**src/source/adc_capture_config.svh**
```systemverilog
`ifndef ADC_CAPTURE_CONFIG_SVH
`define ADC_CAPTURE_CONFIG_SVH

// --------------------
// Datapath geometry
// --------------------
`define ADC_LANES          4     // Lanes from the dual-channel ADC board
`define ADC_LANE_BITS      14    // 12 data plus 2 info per sample
`define ADC_FRAME_SAMPLES  4     // Samples per lane per sys_clk
`define ADC_DATA_BITS      12
`define ADC_INFO_BITS      2

// Deskew range is 0..7 sample times
`define ADC_DLY_BITS       3
`define ADC_BIT_SEL_BITS   6     // Global bit index over 56 bit lines

// Net phase-step counter width
`define ADC_STEP_CNT_BITS  16

// --------------------
// AXI4-Lite byte offsets
// --------------------
`define ADC_REG_CTRL       4'h0  // Bit 0 rdy, bit 1 step direction
`define ADC_REG_DLY        4'h4  // Bits 13:8 bit index, bits 2:0 delay
`define ADC_REG_STEP       4'h8  // Any write issues one phase step
`define ADC_REG_COUNT      4'hC  // Signed net step count

`endif

```
**src/source/adc_capture_pkg.sv**
```systemverilog
`include "adc_capture_config.svh"

package adc_capture_pkg;

    // One lane, index 0 is t0 (oldest sample in the frame)
    typedef logic [`ADC_FRAME_SAMPLES-1:0][`ADC_LANE_BITS-1:0] lane_frame_t;
    typedef lane_frame_t [`ADC_LANES-1:0] adc_frame_t;  // All four lanes

    typedef struct packed {
        logic [`ADC_INFO_BITS-1:0] info;
        logic [`ADC_DATA_BITS-1:0] data;
    } iq_sample_t;

    // I from lanes 0/1, Q from lanes 2/3
    typedef struct packed {
        iq_sample_t [2*`ADC_FRAME_SAMPLES-1:0] i;
        iq_sample_t [2*`ADC_FRAME_SAMPLES-1:0] q;
    } iq_set_t;

    typedef struct packed {
        logic                         load;     // One-cycle strobe
        logic [`ADC_BIT_SEL_BITS-1:0] bit_idx;  // Global bit line
        logic [`ADC_DLY_BITS-1:0]     value;
    } dly_load_t;

    typedef enum logic {
        STEP_DEC = 1'b0,
        STEP_INC = 1'b1
    } step_dir_e;

    typedef struct packed {
        logic      req;
        step_dir_e dir;
    } step_req_t;

    // --------------------
    // AXI4-Lite channels
    // --------------------
    typedef struct packed {
        logic        awvalid;
        logic [3:0]  awaddr;
        logic        wvalid;
        logic [31:0] wdata;
        logic        bready;
        logic        arvalid;
        logic [3:0]  araddr;
        logic        rready;
    } axil_req_t;

    typedef struct packed {
        logic        awready;
        logic        wready;
        logic        bvalid;
        logic [1:0]  bresp;
        logic        arready;
        logic        rvalid;
        logic [31:0] rdata;
        logic [1:0]  rresp;
    } axil_rsp_t;

    typedef enum logic [3:0] {
        REG_CTRL  = `ADC_REG_CTRL,
        REG_DLY   = `ADC_REG_DLY,
        REG_STEP  = `ADC_REG_STEP,
        REG_COUNT = `ADC_REG_COUNT
    } reg_addr_e;

endpackage

```
**src/source/sample_unpack.sv**
```systemverilog
`timescale 1ns/1ps
`include "adc_capture_config.svh"

module sample_unpack import adc_capture_pkg::*; (
    input  logic       sys_clk,
    input  logic       rst,
    input  adc_frame_t frame_in,
    input  logic       valid_in,
    input  logic       sync_in,
    output iq_set_t    iq_out,
    output logic       valid_out,
    output logic       sync_out
);

    localparam int FS = `ADC_FRAME_SAMPLES;

    iq_set_t iq_next;
    logic    valid_d1;   // Stage matching the deskew register
    logic    sync_d1;

    // --------------------
    // Lane to I/Q map
    // --------------------
    always_comb
    begin
        for (int s = 0; s < FS; s++)
        begin
            iq_next.i[s].data      = frame_in[0][s][`ADC_DATA_BITS-1:0];
            iq_next.i[s].info      = frame_in[0][s][`ADC_LANE_BITS-1:`ADC_DATA_BITS];
            iq_next.i[FS+s].data   = frame_in[1][s][`ADC_DATA_BITS-1:0];
            iq_next.i[FS+s].info   = frame_in[1][s][`ADC_LANE_BITS-1:`ADC_DATA_BITS];
            iq_next.q[s].data      = frame_in[2][s][`ADC_DATA_BITS-1:0];
            iq_next.q[s].info      = frame_in[2][s][`ADC_LANE_BITS-1:`ADC_DATA_BITS];
            iq_next.q[FS+s].data   = frame_in[3][s][`ADC_DATA_BITS-1:0];
            iq_next.q[FS+s].info   = frame_in[3][s][`ADC_LANE_BITS-1:`ADC_DATA_BITS];
        end
    end

    // Recapture, second pipeline stage
    always_ff @(posedge sys_clk)
    begin
        if (rst)
        begin
            iq_out    <= '0;
            valid_d1  <= 1'b0;
            sync_d1   <= 1'b0;
            valid_out <= 1'b0;
            sync_out  <= 1'b0;
        end
        else
        begin
            iq_out    <= iq_next;
            valid_d1  <= valid_in;
            sync_d1   <= sync_in;
            valid_out <= valid_d1;   // Two stages total, same as the data
            sync_out  <= sync_d1;
        end
    end

endmodule

```
**config.mk**
```make
export PLATFORM = sky130hd
export DESIGN_NAME = sample_unpack
export DESIGN_NICKNAME = d
export VERILOG_FILES = /design/src/source/adc_capture_pkg.sv /design/src/source/sample_unpack.sv
export VERILOG_INCLUDE_DIRS = /design/src /design/src/source
export SDC_FILE = /design/constraint.sdc
export NUM_CORES = 1
export LEC_CHECK = 0
export BUFFER_PORTS_ARGS = -buffer_cell sky130_fd_sc_hd__buf_2
export CORE_AREA = 2 2 175 177
export DETAILED_ROUTE_END_ITERATION = 7
export DIE_AREA = 0 0 177 179
export HOLD_SLACK_MARGIN = 0.1
export PLACE_DENSITY_LB_ADDON = 0.3
export SLEW_MARGIN = 20
export SYNTH_ARGS = -nofsm -noshare
export SYNTH_HDL_FRONTEND = slang
export SYNTH_SLANG_ARGS = --single-unit
```
**constraint.sdc**
```tcl
create_clock -name sys_clk -period 0.8 [get_ports sys_clk]
set_input_delay 0.16 -clock sys_clk [delete_from_list [all_inputs] [get_ports sys_clk]]
set_output_delay 0.16 -clock sys_clk [all_outputs]
set_load 0.05 [all_outputs]
```
# Word-level counts from Yosys, hierarchy flattened
# Index checks and enable logic that the tools add are counted.
# word_totals
ff_bits	228
in_bits	228
output_inout_bits	226
elab_cells	36

# Depth between registers and ports, before layout
# logic_depth
word_depth	0
depth_mapped	3
mapped_depth_nobuf	1

# Least setup slack after synthesis
# No wires, ideal clock.
# synth_path
kind	register -> output
startpoint	register iq_out[0] in the netlist's numbering
endpoint	output iq_out[0] in the netlist's numbering
t_arrival_ns	0.587
required_time_ns	0.640
path_slack_ns	0.053
stages_incl_launch_ff	1
path_buffers	0
cell_sequence	dfxtp_1
# synth_lines
element	line	rtl
from (decl)	sample_unpack.sv:10	output iq_set_t iq_out,
from (signal assigned)	sample_unpack.sv:52	iq_out <= iq_next;
# No word-level cell between the ends.

# Final worst setup path
# layout_path
startpoint	register iq_out[158] in the netlist's numbering
endpoint	output iq_out[158] in the netlist's numbering
# No word-level cell between the ends.

==> out/metrics.cfg <==
[worst_setup_path]
crit_chain = buf_8
crit_buf_inv = 1
critPathLaunchType = flip-flop
cp_slowest_stage_delay_ns = 0.35
worstPathRequired_ns = 0.64
cp-end-kind = primary output
slowest_stage = dfxtp_2
cp_max_fo = 1
cp_data_arrival_time_ns = 1.01
critical_path_class = reg -> out
critical-path-top-delay-family = flip-flops

[clocking]
clk_pin_slew_ns = 0.06
clockRootBuffer = clkbuf_16
ctsLongestPathBuffers = 3
postCtsSetupBuffers = 0
cts_num_sinks = 228
cts_tree = done
cts_buffers = 25
htree_num_levels = 1
clk_latency_ns = 0.51

[detailed_routing]
routedWlPerCell_um = 14.9
via_count = 5891
drt_first_pass_iters = 4
drc = 0
drt_iter0_drc = 128
ant_nets = 0
routed_wl_mm = 23.9
viasPerCell = 3.68

[sta]
setup_viol = 226
relSlewSlack_pct = 75.6
maxSlewViolCount = 0
worst_pin_slew_ns = 0.366
final.min_clock_period_ns = 1.17
rsz0062_at_grt = yes
tns_ns = -78.35
hold_violations = 0
fin_crit_sh_pct = 147
setup_slack_ns = -0.372
fin_worst_skew_ns = 0.000197
fmax_mhz = 853

[power_and_ir_drop]
p_comb_share_pct = 20.7
pwr_density_cell_mw_per_mm2 = 2050
seqPwrFrac_pct = 41.8
switching_power_mw = 8.10
clkPwrFrac_pct = 37.5
p_leak_nw = 6.49
power_mw = 29.9
ir_worst_vdd_mv = 1.52
switching_share_pct = 27.0
p_int_mw = 21.8

[die]
die-area_mm2 = 0.0317
die_w_um = 177
num_rows = 64
chipHeight_um = 179
initial_core_util_pct = 20.5
core_area_mm2 = 0.0300
pin_count = 454

[global_route]
grt_pass1_vias = 6462
grt_usage_pct = 13.8
antenna_found_initial = 0
grt_overflow_total = 0
grt_start_max_net_pins = 30
grt_pass1_wl_mm = 34.2

[placed_design]
portBuffers = 453
dp_hpwl_mm = 14.0
gp_congestion = 0.744

[status]
status = complete, but fails checks
violations = setup timing

[yosys]
synth_fp_nets = 709
synthDominantCellAreaShare_pct = 74.3
synth_common_cells = dfxtp_1, nor2b_1, buf_2, buf_4
syn_avg_cell_area_um2 = 12.8
synth_edf_count = 0
netlist_area_mm2 = 0.00614
ys_seq_area_share_pct = 74.3
synth_area_leaders = dfxtp_1, nor2b_1, buf_2
async_flop_share_pct = 0
yosys.area.top_type = dfxtp_1
synth-warning-count = 0
ys_ff_latch = 228
syn_inst = 481
synthFlopType = dfxtp_1
synth_cell_types = 4

[job]
max_cap_violations = 0

[layout]
drive_gt1_share_pct = 61.6
area_delta_synth_final_pct = 138
diodes = 0
num-nets-final = 1416

[hold_path]
min_path_type = in -> reg

==> logic make-up (layout without fill, tap and decap cells) <==
kind of cell           after synthesis  in the layout  share of synthesized area, %
flip-flops                         228            228                          74.3
buffers and inverters               25            749                          2.44
AND/OR/NAND/NOR                    228            228                          23.2
==> per-stage QoR <==
stage               cell area (um^2)  util (%)  worst slack (ns)  instances  hold slack, ns
finish                         14600      48.6            -0.372       1601           0.116
global route                   14600      48.6            -0.419       1601           0.104
CTS                            14400      48.0            -0.405       1601          0.0540
detailed placement              9020      30.0            -0.147       1328           0.372
global placement                9020      30.0            -0.143       1328           0.367
floorplan                       6140         -            0.0527        481           0.288
==> power groups by stage <==
stage          sequential (mW)  clock (mW)  combinational (mW)
2_1_floorplan             14.5           0               0.548
3_3_place_gp              12.3           0                4.08
3_5_place_dp              12.4           0                4.09
4_1_cts                   12.5        11.6                6.03
5_1_grt                   12.6        12.1                6.45
6_report                  12.5        11.2                6.19
==> routing by layer <==
layer | vias to the layer above | track usage (%) | wire length (um)
met5 | - | 0 | 0
met4 | 0 | 5.23 | 741
met3 | 50 | 4.58 | 2430
met2 | 318 | 25.9 | 12400
met1 | 2667 | 14.2 | 8250
li1 | 2856 | - | -
==> sequential cells by signal, indices dropped and copies added (netlist names) <==
signal and flops:
valid_out 1, valid_d1 1, sync_d1 1, iq_out 224, sync_out 1
==> layout by cell type (no fill, tap or decap) <==
cell / Yosys / layout
nor2b_1: 228 / 228
dlygate4sd3_1: 0 / 228
buf_2: 15 / 226
dfxtp_2: 0 / 226
buf_8: 0 / 209
clkbuf_16: 0 / 25
buf_6: 0 / 18
buf_4: 10 / 16
clkbuf_8: 0 / 7
buf_12: 0 / 7
clkinv_2: 0 / 5
clkbuf_1: 0 / 4
clkinvlp_4: 0 / 2
dfxtp_1: 228 / 2
bufinv_16: 0 / 1
dlymetal6s4s_1: 0 / 1
==> path summary, 6_finish.rpt <==
| path | end | depth (start not counted) | startpoint | slack (ns) |
|---|---|---|---|---|
| max | iq_out[158] | 1 | iq_out[158]$_SDFF_PP0_ | -0.37 |
| min | iq_out[109]$_SDFF_PP0_ | 4 | rst | 0.12 |
| max reg2reg | valid_out$_SDFF_PP0_ | 1 | valid_d1$_SDFF_PP0_ | 0.29 |
| min reg2reg | sync_out$_SDFF_PP0_ | 1 | sync_d1$_SDFF_PP0_ | 0.44 |
==> final cells by class <==
class                   count  area [um^2]
fillers                  2468        15400
repair buffers            705         7030
flip-flops and latches    228         4850
multi-input cells         228         1430
clock buffers              36          737
well taps                 396          495
clock inverters             8         70.1
==> timing repair <==
action / CTS / global route
endpoints found under the setup margin: 226 / 255
endpoints found under the hold margin: 228 / 13
hold buffers: 229 / 2
gates resized for setup: 838 / 50
pin swaps: 0 / 0
Power figures use the tool's default switching activity.
