--- src/source/adc_capture_config.svh ---
`ifndef ADC_CAPTURE_CONFIG_SVH
`define ADC_CAPTURE_CONFIG_SVH

// --------------------
// Datapath geometry
// --------------------
`define ADC_LANES          4     // Lanes from the dual-channel ADC board
`define ADC_LANE_BITS      14    // 12 data plus 2 info per sample
`define ADC_FRAME_SAMPLES  4     // Samples per lane per sys_clk
`define ADC_DATA_BITS      12
`define ADC_INFO_BITS      2

// Deskew range is 0..7 sample times
`define ADC_DLY_BITS       3
`define ADC_BIT_SEL_BITS   6     // Global bit index over 56 bit lines

// Net phase-step counter width
`define ADC_STEP_CNT_BITS  16

// --------------------
// AXI4-Lite byte offsets
// --------------------
`define ADC_REG_CTRL       4'h0  // Bit 0 rdy, bit 1 step direction
`define ADC_REG_DLY        4'h4  // Bits 13:8 bit index, bits 2:0 delay
`define ADC_REG_STEP       4'h8  // Any write issues one phase step
`define ADC_REG_COUNT      4'hC  // Signed net step count

`endif

--- src/source/adc_capture_pkg.sv ---
`include "adc_capture_config.svh"

package adc_capture_pkg;

    // One lane, index 0 is t0 (oldest sample in the frame)
    typedef logic [`ADC_FRAME_SAMPLES-1:0][`ADC_LANE_BITS-1:0] lane_frame_t;
    typedef lane_frame_t [`ADC_LANES-1:0] adc_frame_t;  // All four lanes

    typedef struct packed {
        logic [`ADC_INFO_BITS-1:0] info;
        logic [`ADC_DATA_BITS-1:0] data;
    } iq_sample_t;

    // I from lanes 0/1, Q from lanes 2/3
    typedef struct packed {
        iq_sample_t [2*`ADC_FRAME_SAMPLES-1:0] i;
        iq_sample_t [2*`ADC_FRAME_SAMPLES-1:0] q;
    } iq_set_t;

    typedef struct packed {
        logic                         load;     // One-cycle strobe
        logic [`ADC_BIT_SEL_BITS-1:0] bit_idx;  // Global bit line
        logic [`ADC_DLY_BITS-1:0]     value;
    } dly_load_t;

    typedef enum logic {
        STEP_DEC = 1'b0,
        STEP_INC = 1'b1
    } step_dir_e;

    typedef struct packed {
        logic      req;
        step_dir_e dir;
    } step_req_t;

    // --------------------
    // AXI4-Lite channels
    // --------------------
    typedef struct packed {
        logic        awvalid;
        logic [3:0]  awaddr;
        logic        wvalid;
        logic [31:0] wdata;
        logic        bready;
        logic        arvalid;
        logic [3:0]  araddr;
        logic        rready;
    } axil_req_t;

    typedef struct packed {
        logic        awready;
        logic        wready;
        logic        bvalid;
        logic [1:0]  bresp;
        logic        arready;
        logic        rvalid;
        logic [31:0] rdata;
        logic [1:0]  rresp;
    } axil_rsp_t;

    typedef enum logic [3:0] {
        REG_CTRL  = `ADC_REG_CTRL,
        REG_DLY   = `ADC_REG_DLY,
        REG_STEP  = `ADC_REG_STEP,
        REG_COUNT = `ADC_REG_COUNT
    } reg_addr_e;

endpackage

--- src/source/phase_step_ctrl.sv ---
`timescale 1ns/1ps
`include "adc_capture_config.svh"

module phase_step_ctrl import adc_capture_pkg::*; (
    input  logic                                 sys_clk,
    input  logic                                 rst,
    input  step_req_t                            step_req,
    output logic                                 step_pulse,
    output step_dir_e                            step_dir,
    output logic signed [`ADC_STEP_CNT_BITS-1:0] step_count
);

    localparam logic signed [`ADC_STEP_CNT_BITS-1:0] CNT_MAX =
        {1'b0, {(`ADC_STEP_CNT_BITS-1){1'b1}}};
    localparam logic signed [`ADC_STEP_CNT_BITS-1:0] CNT_MIN =
        {1'b1, {(`ADC_STEP_CNT_BITS-1){1'b0}}};
    localparam logic signed [`ADC_STEP_CNT_BITS-1:0] CNT_ONE =
        {{(`ADC_STEP_CNT_BITS-1){1'b0}}, 1'b1};   // Plus one at full width

    logic at_max;
    logic at_min;

    assign at_max = (step_count == CNT_MAX);
    assign at_min = (step_count == CNT_MIN);

    // --------------------
    // Pulse and direction
    // --------------------
    always_ff @(posedge sys_clk)
    begin
        if (rst)
        begin
            step_pulse <= 1'b0;
            step_dir   <= STEP_DEC;
        end
        else
        begin
            step_pulse <= step_req.req;    // Request is already one cycle wide
            if (step_req.req)
                step_dir <= step_req.dir;  // Held steady through the pulse and after
        end
    end

    // Net count moves on the same edge the pulse rises
    always_ff @(posedge sys_clk)
    begin
        if (rst)
            step_count <= '0;
        else if (step_req.req)
        begin
            if (step_req.dir == STEP_INC && !at_max)
                step_count <= step_count + CNT_ONE;
            else if (step_req.dir == STEP_DEC && !at_min)
                step_count <= step_count - CNT_ONE;
        end
    end

endmodule

--- config.mk ---
export PLATFORM = sky130hd
export DESIGN_NAME = phase_step_ctrl
export DESIGN_NICKNAME = d
export VERILOG_FILES = /design/src/source/adc_capture_pkg.sv /design/src/source/phase_step_ctrl.sv
export VERILOG_INCLUDE_DIRS = /design/src /design/src/source
export SDC_FILE = /design/constraint.sdc
export NUM_CORES = 1
export LEC_CHECK = 0
export BUFFER_PORTS_ARGS = -buffer_cell sky130_fd_sc_hd__buf_2
export CORE_MARGIN = 4
export CORE_UTILIZATION = 60
export CTS_CLUSTER_DIAMETER = 200
export DETAILED_ROUTE_END_ITERATION = 8
export PLACE_DENSITY = 0.89
export RECOVER_POWER = 100
export SLEW_MARGIN = 15
export SYNTH_ARGS = -nofsm -noshare
export SYNTH_HDL_FRONTEND = slang
export SYNTH_SLANG_ARGS = --single-unit
export TNS_END_PERCENT = 1
--- constraint.sdc ---
create_clock -name sys_clk -period 8.5 [get_ports sys_clk]
set_input_delay 0.425 -clock sys_clk [delete_from_list [all_inputs] [get_ports sys_clk]]
set_output_delay 0.425 -clock sys_clk [all_outputs]
set_load 0.03 [all_outputs]
; ---- Word-level counts from Yosys, hierarchy flattened
; Index checks and enable logic that the tools add are counted.
[classes]
add_sub_neg = 2
eq_ne = 2
n_mux = 2
n_bitwise = 1
reduce_logical = 6
[op_table]
columns = cell, count
row1 = $eq 16x16->1 const B, 2
row2 = $mux 16, 2
row3 = $add 16x2->16 const B, 1
row4 = $sub 16x2->16 const B, 1
row5 = $logic_and 1x1->1, 2
row6 = $logic_not 1->1, 2
row7 = $reduce_and 2->1, 1
row8 = $reduce_bool 2->1, 1
row9 = $not 1->1, 1
[word_totals]
ff_bits = 18
in_bits = 4
output_inout_bits = 18
word_cells = 16

; ---- Depth between registers and ports, before layout
[logic_depth]
ltp_word = 5
depth_mapped = 11
depth_no_buf = 10

; ---- Least setup slack after synthesis
; No wires, ideal clock.
[synth_timing]
kind = reg2reg
from = register step_count[0]
to = register step_count[15]
setup_time_ns = 0.123
t_arrival_ns = 3.382
required_time_ns = 8.377
slack_ns = 4.994
stages_incl_launch_ff = 11
path_buffers = 0
period_less_slack_ns = 3.506
cell_sequence = dfxtp_1 > nand4_1 > nor4_1 > nand2b_1 > ha_1 > a2111oi_4 > o31ai_2 > a31o_1 > a31oi_1 > mux2i_1 > mux2_1
[synth_between]
elab_chain_len = 5
elab_cells_between_ends = 12
classes_between = add/sub: 2 / eq/ne: 2 / mux: 2 / reduce/logical: 6
[synth_rtl]
columns = element, line
row1 = from (decl), phase_step_ctrl.sv:10  ; output logic signed [`ADC_STEP_CNT_BITS-1:0] step_count
row2 = from (signal assigned), phase_step_ctrl.sv:52  ; step_count <= step_count + CNT_ONE;
row3 = from (signal assigned), phase_step_ctrl.sv:54  ; step_count <= step_count - CNT_ONE;
row4 = branches (longest 5 deep; another with $sub 16x2->16), -
; Parallel ways; which one is timed is not known. The select of a mux whose other input is x is not followed.
; A chain may end at the register's enable or synchronous reset.

; ---- Worst setup path in the final report
[layout_timing]
from = register step_count[12]
to = register step_count[15]
; Same word-level chain as after synthesis.

==> results.md <==
* Outcome: complete, but fails checks
* Failing checks: capacitance limit, slew limit
* Largest stage delay, worst path at 0.82 ns
* Crit path kind: register to register
* Post-route worst setup slack at 4.02 ns
* Met1 Use GR at 30.3%
* I/O Buffers at 21
* Mapped cell area at 1410 um2
* Slew margin rel. at -30.6%
* Total detailed-routing wirelength at 3480 um
* Endpoints failing setup at 0
* Unrepaired setup endpoints after global routing: no
* Leading area contributor after synthesis: dfxtp_1
* Fmax at 0.223 GHz
* Largest family of logic cells by synthesized area: compound AO/OA/AOI/OAI gates
* Compound-cell area share of the yosys netlist at 24.3%
* ANT nets after route at 0
* Routed len/inst at 16.6 um
* Yosys warnings at 0
* Number of global-route vias before repair at 1294
* CP Data Required Time at 8.70 ns
* Reg2Reg Depth at 10
* Leakage power at 0.000630 uW
* CP max FO at 16
* HPWL Detailed at 2460 um
* Worst skew pair latency at 0.30 ns
* # rows at 17
* Worst flop-to-flop path startpoint: step_count[12]
* Critical Path AT at 4.69 ns
* Total congestion overflow at 0
* Inserted Diodes at 0
* Setup crit start kind: register
* Initial Util at 63.1%
* Die width at 56.5 um
* Worst-path cell chain: nand4_1 -> nor4_1 -> nand2b_1 -> ha_1 -> a2111oi_0 -> o31ai_2 -> a31o_1 -> a31oi_1 -> mux2i_1 -> mux2_1
* Setup WS pre-CTS at 4.63 ns
* Maxcap violations at 1
* Seq/Total Area, Yosys at 25.6%
* Avg Inst Size Synth at 8.76 um2
* R2R Path End: step_count[15]
* Yosys reg bits at 18
* Crit share post-route at 52.7%
* IO Count at 22
* Mux share of post-synthesis cell area at 7.19%
* Layout Skew at 0.00361 ns
* TritonCTS clock tree: built
* Remaining DRCs at 0
* Sum Neg Setup Slack at 0 ns
* Area grow syn2layout at 7.72%
* Met2 usage at 36.6%
* CP bufs+invs at 0
* CTS Buf Count at 3
* GR peak layer: met2
* GP Congestion at 0.892
* Hold Path Cell Cnt at 2
* Vias at 1353
* Post-Synth Adder-Cell Area at 14.7%
* Most used DFF post-synth: dfxtp_1
* Area share of the largest cell type after synthesis at 25.6%
* Nets at 202
* Synth Area in XOR/XNOR at 6.83%
* Full die area at 3190 um2
* Post-CTS Setup Bufs at 0
* Tot GR Track Use at 23.2%
* Post-synth EDFFs at 0
* Commonest non-fill, non-tap cell in the layout: clkbuf_1
* Crit end category: register
* Slowest cell on crit path: a2111oi_0
* Hold EP: step_pulse
* Post-cts resize count at 0
* Min-Delay Path Class: input port to register
* Clock slew at reported path FFs at 0.12 ns
* Synth Instances at 161
* Simple logic cell fraction of the synthesized area at 18.8%
* Number of DRC markers in iteration 0 at 51
* Slew Viols, Final at 25
* H-Tree Depth at 1
* Die H at 56.5 um
* Setup slack, reg-to-reg at 4.02 ns
* Worst setup path start: step_count[12]
* Largest net degree at the start of global routing at 25
* CTS Sinks at 18
* Tmin final at 4.48 ns
* Final hold viol count at 0
* Vias per cell at 6.47
* First-pass GRT wire length at 6010 um
* Hold_buf cts at 0
* Async SR Flop Fraction at 0%
* Top cells by area, synth: dfxtp_1, ha_1, mux2i_1, xnor2_1, a21oi_1
* Maximum vdd drop at 0.124 mV
* Top delay family on crit path: compound AO/OA/AOI/OAI gates
* Synth cell types at 42
* Power per cell area at 219 nW/um2
* Most frequent cells in the layout: clkbuf_1, nor2_1, dfxtp_1
* Slew at the pin closest to its max-slew limit at 1.96 ns
* Clk buf depth at 2
* Syn nets at 181
* Share of layout cells above drive strength 1 at 5.52%
* Clk root buf: clkbuf_4
* Hold_sp: step_req[1]
* Met3 Use GR at 3.91%
* Pre-antenna DRT Iters at 4
* Initial antenna violation count at 0
* Core Footprint at 2230 um2
synth_stat cells (2+ instances only):
master    instances
a21o_1            4
nor2_1           18
nor4_1            4
dfxtp_1          18
nor3b_1           3
nand3_1           2
xnor2_1           9
nand2_1           4
inv_1             4
xor2_1            2
nor2b_1           2
o21a_1            2
buf_2             2
o21ai_1           2
mux2i_1           9
nand4_1           4
a21oi_1          15
ha_1             15
o21ai_0           5
a211oi_1          6
nand4b_1          2
nand2b_1          5
a31oi_1           3
clkbuf_1          3
flip-flops by register name (all words and copies together) (netlist names):
register	flops
step_dir	1
step_pulse	1
step_count	16
worst reg2reg max path, stage by stage, from the launching register on:
cell       delay (ns)
dfxtp_1          0.47
nand4_1          0.15
nor4_1           0.59
nand2b_1         0.63
ha_1             0.41
a2111oi_0        0.82
o31ai_2          0.23
a31o_1           0.30
a31oi_1          0.21
mux2i_1          0.23
mux2_1           0.34
kinds of logic (layout without fill, tap and decap cells):
family,count (synthesis),after routing
adder cells (fa/ha/maj),16,16
AO/OA/AOI/OAI,48,48
buffers and inverters,9,29
flip-flops,18,18
AND/OR/NAND/NOR,49,49
multiplexers,10,10
XOR/XNOR,11,11
routing by layer:
layer	wire length, um	up-vias
li1	-	650
met1	1480	629
met2	1640	57
met3	233	17
met4	124	0
met5	0	-
metrics by stage:
| step | total power (uW) | utilization (%) | area, um2 | hold slack (ns) | instances |
|---|---|---|---|---|---|
| after floorplan | 245 | - | 1410 | 0.553 | 161 |
| after global placement | 276 | 68.6 | 1530 | 0.455 | 205 |
| after detailed placement | 282 | 68.6 | 1530 | 0.478 | 205 |
| after CTS | 341 | 70.3 | 1570 | 0.379 | 209 |
| after global routing | 357 | 68.0 | 1520 | 0.382 | 209 |
| final | 333 | 68.0 | 1520 | 0.385 | 209 |
area by class of cell:
class | count | area [um2]
clock buffers | 4 | 36.3
inverters | 4 | 15.0
flip-flops and latches | 18 | 360
well taps | 28 | 35.0
multi-input cells | 134 | 991
fillers | 192 | 714
repair buffers | 21 | 81.3
how the worst max path moves through the flow:
stage,end,cells past startpoint
after global routing,step_count[15],10
after CTS,step_count[15],10
after detailed placement,step_count[15],10
final,step_count[15],10
after global placement,step_count[15],10
after floorplan,step_count[15],10
power breakdown:
| part | switching, uW | internal [uW] |
|---|---|---|
| Combinational | 100 | 61.3 |
| Sequential | 18.3 | 97.0 |
| Clock | 30.1 | 26.2 |
Power figures use the tool's default switching activity.
