`config.mk`:
```
export PLATFORM = sky130hd
export DESIGN_NAME = adc_regs
export DESIGN_NICKNAME = d
export VERILOG_FILES = /design/src/source/adc_capture_pkg.sv /design/src/source/adc_regs.sv
export VERILOG_INCLUDE_DIRS = /design/src /design/src/source
export SDC_FILE = /design/constraint.sdc
export NUM_CORES = 1
export LEC_CHECK = 0
export BUFFER_PORTS_ARGS = -buffer_cell sky130_fd_sc_hd__clkbuf_2
export CELL_PAD_IN_SITES_DETAIL_PLACEMENT = 0
export CELL_PAD_IN_SITES_GLOBAL_PLACEMENT = 1
export CORE_AREA = 4 4 111 92
export DETAILED_ROUTE_END_ITERATION = 10
export DIE_AREA = 0 0 115 96
export PLACE_DENSITY = 0.78
export SETUP_SLACK_MARGIN = 0.05
export SYNTH_ARGS = -nofsm -noshare
export SYNTH_HDL_FRONTEND = slang
export SYNTH_SLANG_ARGS = --single-unit
```
`constraint.sdc`:
```
create_clock -name sys_clk -period 2.1 [get_ports sys_clk]
set_input_delay 0.42 -clock sys_clk [delete_from_list [all_inputs] [get_ports sys_clk]]
set_output_delay 0.42 -clock sys_clk [all_outputs]
set_load 0.05 [all_outputs]
```
`src/source/adc_capture_config.svh`:
```
`ifndef ADC_CAPTURE_CONFIG_SVH
`define ADC_CAPTURE_CONFIG_SVH

// --------------------
// Datapath geometry
// --------------------
`define ADC_LANES          4     // Lanes from the dual-channel ADC board
`define ADC_LANE_BITS      14    // 12 data plus 2 info per sample
`define ADC_FRAME_SAMPLES  4     // Samples per lane per sys_clk
`define ADC_DATA_BITS      12
`define ADC_INFO_BITS      2

// Deskew range is 0..7 sample times
`define ADC_DLY_BITS       3
`define ADC_BIT_SEL_BITS   6     // Global bit index over 56 bit lines

// Net phase-step counter width
`define ADC_STEP_CNT_BITS  16

// --------------------
// AXI4-Lite byte offsets
// --------------------
`define ADC_REG_CTRL       4'h0  // Bit 0 rdy, bit 1 step direction
`define ADC_REG_DLY        4'h4  // Bits 13:8 bit index, bits 2:0 delay
`define ADC_REG_STEP       4'h8  // Any write issues one phase step
`define ADC_REG_COUNT      4'hC  // Signed net step count

`endif

```
`src/source/adc_capture_pkg.sv`:
```
`include "adc_capture_config.svh"

package adc_capture_pkg;

    // One lane, index 0 is t0 (oldest sample in the frame)
    typedef logic [`ADC_FRAME_SAMPLES-1:0][`ADC_LANE_BITS-1:0] lane_frame_t;
    typedef lane_frame_t [`ADC_LANES-1:0] adc_frame_t;  // All four lanes

    typedef struct packed {
        logic [`ADC_INFO_BITS-1:0] info;
        logic [`ADC_DATA_BITS-1:0] data;
    } iq_sample_t;

    // I from lanes 0/1, Q from lanes 2/3
    typedef struct packed {
        iq_sample_t [2*`ADC_FRAME_SAMPLES-1:0] i;
        iq_sample_t [2*`ADC_FRAME_SAMPLES-1:0] q;
    } iq_set_t;

    typedef struct packed {
        logic                         load;     // One-cycle strobe
        logic [`ADC_BIT_SEL_BITS-1:0] bit_idx;  // Global bit line
        logic [`ADC_DLY_BITS-1:0]     value;
    } dly_load_t;

    typedef enum logic {
        STEP_DEC = 1'b0,
        STEP_INC = 1'b1
    } step_dir_e;

    typedef struct packed {
        logic      req;
        step_dir_e dir;
    } step_req_t;

    // --------------------
    // AXI4-Lite channels
    // --------------------
    typedef struct packed {
        logic        awvalid;
        logic [3:0]  awaddr;
        logic        wvalid;
        logic [31:0] wdata;
        logic        bready;
        logic        arvalid;
        logic [3:0]  araddr;
        logic        rready;
    } axil_req_t;

    typedef struct packed {
        logic        awready;
        logic        wready;
        logic        bvalid;
        logic [1:0]  bresp;
        logic        arready;
        logic        rvalid;
        logic [31:0] rdata;
        logic [1:0]  rresp;
    } axil_rsp_t;

    typedef enum logic [3:0] {
        REG_CTRL  = `ADC_REG_CTRL,
        REG_DLY   = `ADC_REG_DLY,
        REG_STEP  = `ADC_REG_STEP,
        REG_COUNT = `ADC_REG_COUNT
    } reg_addr_e;

endpackage

```
`src/source/adc_regs.sv`:
```
`timescale 1ns/1ps
`include "adc_capture_config.svh"

module adc_regs import adc_capture_pkg::*; (
    input  logic                                 sys_clk,
    input  logic                                 rst,
    input  axil_req_t                            axil_req,
    output axil_rsp_t                            axil_rsp,
    input  logic signed [`ADC_STEP_CNT_BITS-1:0] step_count,
    output dly_load_t                            dly_load,
    output step_req_t                            step_req,
    output logic                                 rdy
);

    logic        wr_ready_q;   // Shared awready/wready pulse
    logic        bvalid_q;
    logic        rd_ready_q;
    logic        rvalid_q;
    logic [31:0] rdata_q;
    logic        wr_hs;
    logic        rd_hs;
    reg_addr_e   wr_sel;
    reg_addr_e   rd_sel;
    logic [1:0]  ctrl_q;       // [0] rdy, [1] step direction
    logic [31:0] dly_word_q;   // Last DLY word, for readback
    logic [31:0] rd_mux;

    assign wr_sel = reg_addr_e'(axil_req.awaddr);
    assign rd_sel = reg_addr_e'(axil_req.araddr);
    assign wr_hs  = wr_ready_q & axil_req.awvalid & axil_req.wvalid;
    assign rd_hs  = rd_ready_q & axil_req.arvalid;

    // --------------------
    // Write channel
    // --------------------
    always_ff @(posedge sys_clk)
    begin
        if (rst)
        begin
            wr_ready_q <= 1'b0;
            bvalid_q   <= 1'b0;
            ctrl_q     <= '0;
            dly_word_q <= '0;
            dly_load   <= '0;
            step_req   <= '0;
        end
        else
        begin
            // AW and W taken together, never while a response is pending
            wr_ready_q <= axil_req.awvalid && axil_req.wvalid && !wr_ready_q && !bvalid_q;
            if (wr_hs)
                bvalid_q <= 1'b1;
            else if (axil_req.bready)
                bvalid_q <= 1'b0;

            if (wr_hs && wr_sel == REG_CTRL)
                ctrl_q <= axil_req.wdata[1:0];
            if (wr_hs && wr_sel == REG_DLY)
                dly_word_q <= axil_req.wdata;

            // Strobes live for the single cycle after the accept
            dly_load.load    <= wr_hs && (wr_sel == REG_DLY);
            dly_load.bit_idx <= axil_req.wdata[13:8];
            dly_load.value   <= axil_req.wdata[2:0];
            step_req.req     <= wr_hs && (wr_sel == REG_STEP);
            step_req.dir     <= step_dir_e'(ctrl_q[1]);  // Direction as set before this write
        end
    end

    // --------------------
    // Read channel
    // --------------------
    always_comb
    begin
        case (rd_sel)
            REG_CTRL:  rd_mux = {30'd0, ctrl_q};
            REG_DLY:   rd_mux = dly_word_q;
            REG_COUNT: rd_mux = {{(32-`ADC_STEP_CNT_BITS){step_count[`ADC_STEP_CNT_BITS-1]}},
                                 step_count};
            default:   rd_mux = 32'd0;   // STEP is write only, holes read zero
        endcase
    end

    always_ff @(posedge sys_clk)
    begin
        if (rst)
        begin
            rd_ready_q <= 1'b0;
            rvalid_q   <= 1'b0;
        end
        else
        begin
            rd_ready_q <= axil_req.arvalid && !rd_ready_q && !rvalid_q;
            if (rd_hs)
                rvalid_q <= 1'b1;
            else if (axil_req.rready)
                rvalid_q <= 1'b0;
        end
    end

    always_ff @(posedge sys_clk)
    begin
        if (rd_hs)
            rdata_q <= rd_mux;   // Held until the master takes it
    end

    always_comb
    begin
        axil_rsp         = '0;
        axil_rsp.awready = wr_ready_q;
        axil_rsp.wready  = wr_ready_q;
        axil_rsp.bvalid  = bvalid_q;
        axil_rsp.bresp   = 2'b00;      // Always OKAY
        axil_rsp.arready = rd_ready_q;
        axil_rsp.rvalid  = rvalid_q;
        axil_rsp.rdata   = rdata_q;
        axil_rsp.rresp   = 2'b00;
    end

    assign rdy = ctrl_q[0];   // Ready to the ADC board

endmodule

```
# ---- Yosys cells after proc, flatten, opt, wreduce, memory -nomap -nowiden
# Index checks and enable logic that the tools add are counted.
dict set report totals {
  reg_bits 82
  output_inout_bits 54
}
dict set report op_classes {
  muxes 5
  n_eq_ne 4
  n_bitwise 3
  n_reduce_logical 16
}
# op count
set ops {}
lappend ops {{32-bit one-hot mux with 3 select lines} 1}
lappend ops {{4-bit by 3-bit == test with 1-bit output, second input constant} 2}
lappend ops {{4-bit == test, second input constant} 2}
lappend ops {{1-bit logical AND} 8}
lappend ops {{4-bit logical NOT} 2}
lappend ops {{1-bit logical NOT} 4}
lappend ops {{1-bit two-way mux} 4}
lappend ops {{2-bit nonzero test} 2}
lappend ops {{1-bit AND} 3}

# ---- Logic depth before layout (Yosys ltp)
dict set report logic_depth {
  word_depth 3
  mapped_depth 5
  mapped_depth_nobuf 3
}

# ---- Worst setup path after synthesis
# OpenSTA, ideal clock, no wires.
dict set report synth_path {
  path_type {in2reg}
  start {input port axil_req[5] (netlist bit)}
  end {register rdata_q[0] (enable)}
  path_buffers 0
  path_slack_ns 0.478
  setup_ns 0.393
  arrival_ns 1.230
  stages 1
  path_cell_list {and2_1}
}
dict set report synth_between {
  elab_chain_len 1
}
# element line_no
set synth_rtl {}
lappend synth_rtl {{start: declaration} adc_regs.sv:7} ;# input axil_req_t axil_req,
lappend synth_rtl {{1-bit AND} adc_regs.sv:31} ;# assign rd_hs = rd_ready_q & axil_req.arvalid;
lappend synth_rtl {{end signal: assignment} adc_regs.sv:104} ;# rdata_q <= rd_mux;
lappend synth_rtl {{end: declaration} adc_regs.sv:19} ;# logic [31:0] rdata_q;
# Every way passes these cells.
# A chain may end at the register's enable or synchronous reset.

# ---- Worst setup path in the final report
dict set report layout_path {
  start {register wr_ready_q}
  end {output port axil_rsp[39] (netlist bit)}
}
# element line_no
set layout_lines {}
lappend layout_lines {{start: declaration} adc_regs.sv:15} ;# logic wr_ready_q;
lappend layout_lines {{start signal: assignment} adc_regs.sv:50} ;# wr_ready_q <= axil_req.awvalid && axil_req.wvalid && !wr_ready_q && !bvalid_q;
lappend layout_lines {{end: declaration} adc_regs.sv:8} ;# output axil_rsp_t axil_rsp,
# No word-level cell between the ends.

==> results by group <==
Outcome
  • Outcome: completed

Critical path
  • Critical Path Max Stage Delay: 380 ps
  • R2R setup slack: around 740 ps
  • Required @ worst endpoint: around 1700 ps
  • Critical-path cell list: clkbuf_2
  • Critical Path Source Type: flop
  • Crit Path Category: flop to output pin
  • Max Fanout on Critical Path: 4
  • CP arrival: 1010 ps
  • FF-to-FF Start: wr_ready_q$_SDFF_PP0_
  • Crit path buf inv count: 1
  • Max stage delay cell, worst path: dfxtp_1
  • Register-to-Register Path Depth: 4
  • Worst r2r dst: dly_word_q[29]$_SDFFE_PP0P_
  • CP top delay family: flip-flops
  • Worst setup EP type: output pin

Timing
  • Setup TNS: 0 ps
  • RSZ-0062 raised after global routing: false
  • Final min period: 1427 ps
  • Endpoints failing hold: 0
  • Number of setup violations in the final report: 0
  • Fmax: around 700 MHz
  • Final Max Tran Viols: 0
  • Skew final: 5.687 ps
  • Worst-Margin Slew: ~540 ps
  • Max_slew headroom: 0.6428
  • Period utilization: 0.6795

Synthesis
  • Flops & latches, synth: 82
  • Synth area leaders: dfxtp_1 30%, edfxtp_1 29%, nand2b_1 9.1%
  • Sequential-to-total area share from yosys stat: 0.5829
  • Fraction of registers with async set or reset after synthesis: 0
  • Gate Count Post-Synth: between 200 and 300
  • EDFF count, synth: 32
  • Synth Cell Area: 3366 um^2
  • Commonest register cell after synthesis: dfxtp_1
  • Top cell type's share of synthesized area: 0.2974
  • Synth unique cells: 31
  • Synth Area per Inst: roughly 12 um^2
  • Synth Warn #: 0
  • Biggest area consumer among synthesized cells: dfxtp_1

Clock network
  • Num CTS Buffers: 9
  • CTS tree: done
  • Clk root buf: clkbuf_16
  • Number of setup buffers added after CTS: 0
  • Max clock buf depth: 2
  • CTS sink count: 82
  • Level count of the clock H-tree: 3
  • Cts repair resizes: 0
  • Clock slew at reported path FFs: ~60 ps
  • Hold Buf Count CTS: 0
  • Worst skew pair latency: approximately 330 ps

Power
  • Leak Pwr: 0.001947 uW
  • PwrDens: 841.2 nW/um^2
  • Maximum vdd drop: between 0.3 and 0.4 mV

Route
  • Drc violations: 0
  • Avg Vias per Cell: about 4.5
  • Post-Route WL: about 7000 um
  • 1st-iter DRT viols: 45
  • WL per Instance: roughly 14 um
  • Vias: 2308
  • TritonRoute pass-1 iters: 4
  • Routed Antenna Nets: 0

Floorplan
  • Total core area: ~9000 um^2
  • FP Rows: 31
  • Starting density of the core: 0.3740
  • Die Ht: about 96 um
  • Die W: 115 um
  • Die area: 11040 um^2
  • Num ports: 117

Layout
  • Multi-input gate area: about 1200 um^2
  • Diode count: 0
  • Design area: roughly 4300 um^2
  • Area Growth Syn to Fin: 27.32%
  • Layout filler cell count: roughly 850
  • Layout cells sized above 1: 0.3693
  • Commonest non-fill, non-tap cell in the layout: clkbuf_2
  • Sequential Area: 1962 um^2
  • Final Net Count: ~460
  • Most frequent cells in the layout: 112 x clkbuf_2, 50 x dfxtp_1, 49 x nand2b_1

Placed design
  • Placed cell area: a little under 4000 um^2
  • Gp weighted congestion: between 0.7 and 0.8
  • I/O Buffers: 112
  • Post-detail-place hpwl: between 5000 and 6000 um

Global routing
  • Largest net degree at the start of global routing: 33
  • First-pass GRT wire length: between 10000 and 15000 um
  • Vias in the first global route: roughly 2200
  • Gr ovfl total: 0
  • Initial antenna violation count: 0
  • Gr usage total: 0.1313

Hold path
  • Hold Path Class: input pin to flop
  • HP Start: axil_req[44]
  • Hold EP: wr_ready_q$_SDFF_PP0_
  • WHS Path Cells: 3

Job
  • Max-Cap Viols: 0
==> stage by stage <==
stage	setup WS, ps	power, uW	hold slack [ps]	std cells	utilization
after global placement	457.7	1985	429.3	497	0.4408
after CTS	656.6	3650	307.4	513	0.4762
after floorplan	477.7	1892	417.8	290	-
after global routing	613.9	3736	313.6	513	0.4762
after detailed placement	408.1	1988	436.1	497	0.4408
final	672.9	3605	315.3	513	0.4762
==> synthesized netlist by cell type (3+ instances only) <==
| library cell | n |
|---|---|
| a22o_1 | 13 |
| mux2_2 | 9 |
| buf_2 | 6 |
| mux2i_1 | 27 |
| nor2_1 | 6 |
| inv_1 | 3 |
| nor2b_1 | 10 |
| dfxtp_1 | 50 |
| nand2_1 | 35 |
| and2b_1 | 7 |
| edfxtp_1 | 32 |
| nand3_1 | 3 |
| nand2b_1 | 49 |
| clkbuf_1 | 7 |
| buf_4 | 10 |
==> flip-flops by register name, summed over array words and instances, names as in the netlist <==
name and count:
rvalid_q 1, step_req 2, dly_load 10, bvalid_q 1
dly_word_q 32, rd_ready_q 1, rdata_q 32, ctrl_q 2
wr_ready_q 1
==> how the worst max path moves through the flow <==
stage	to	slack, ps	from	cells past startpoint
global placement	rdata_q[28]$_DFFE_PP_	460	axil_req[1]	4
CTS	axil_rsp[39]	660	wr_ready_q$_SDFF_PP0_	1
floorplan	rdata_q[0]$_DFFE_PP_	480	axil_req[5]	1
global route	rdy	610	ctrl_q[0]$_SDFFE_PP0P_	1
finish	axil_rsp[39]	670	wr_ready_q$_SDFF_PP0_	1
detailed placement	rdata_q[22]$_DFFE_PP_	410	axil_req[1]	4
==> where the power goes <==
| part | internal, uW | leakage (uW) | switching (uW) |
|---|---|---|---|
| sequential | 1670 | 0.000741 | 7.97 |
| clock | 1050 | 0.000155 | 610 |
| combinational | 96.1 | 0.00105 | 175 |
| total | 2810 | 0.00195 | 793 |
==> layer usage <==
layer  vias up  part of all wire  GRT usage
met5         -                 0          0
met4         0             0.013    0.05279
met3        10             0.078    0.04337
met2        73              0.46     0.2091
met1      1057              0.45     0.1654
li1       1168                 -          -
==> cell families (layout without fill, tap and decap cells) <==
group           after synthesis  in the layout  share of synthesized area
simple gates                122            122                     0.2067
flops                        82             82                     0.5829
mux                          36             36                     0.1104
buf+inv                      29            137                    0.05762
compound gates               17             17                    0.04126
other cells                   1              4                   0.001114
==> layout make-up <==
cell class / count / area share
Tap cell: 115 / 0.03358
Clock inverter: 6 / 0.02102
Multi-Input combinational cell: 179 / 0.2873
Sequential cell: 82 / 0.4578
Inverter: 3 / 0.002628
Clock buffer: 10 / 0.05343
Timing Repair Buffer: 118 / 0.1442
Power figures use the tool's default switching activity.
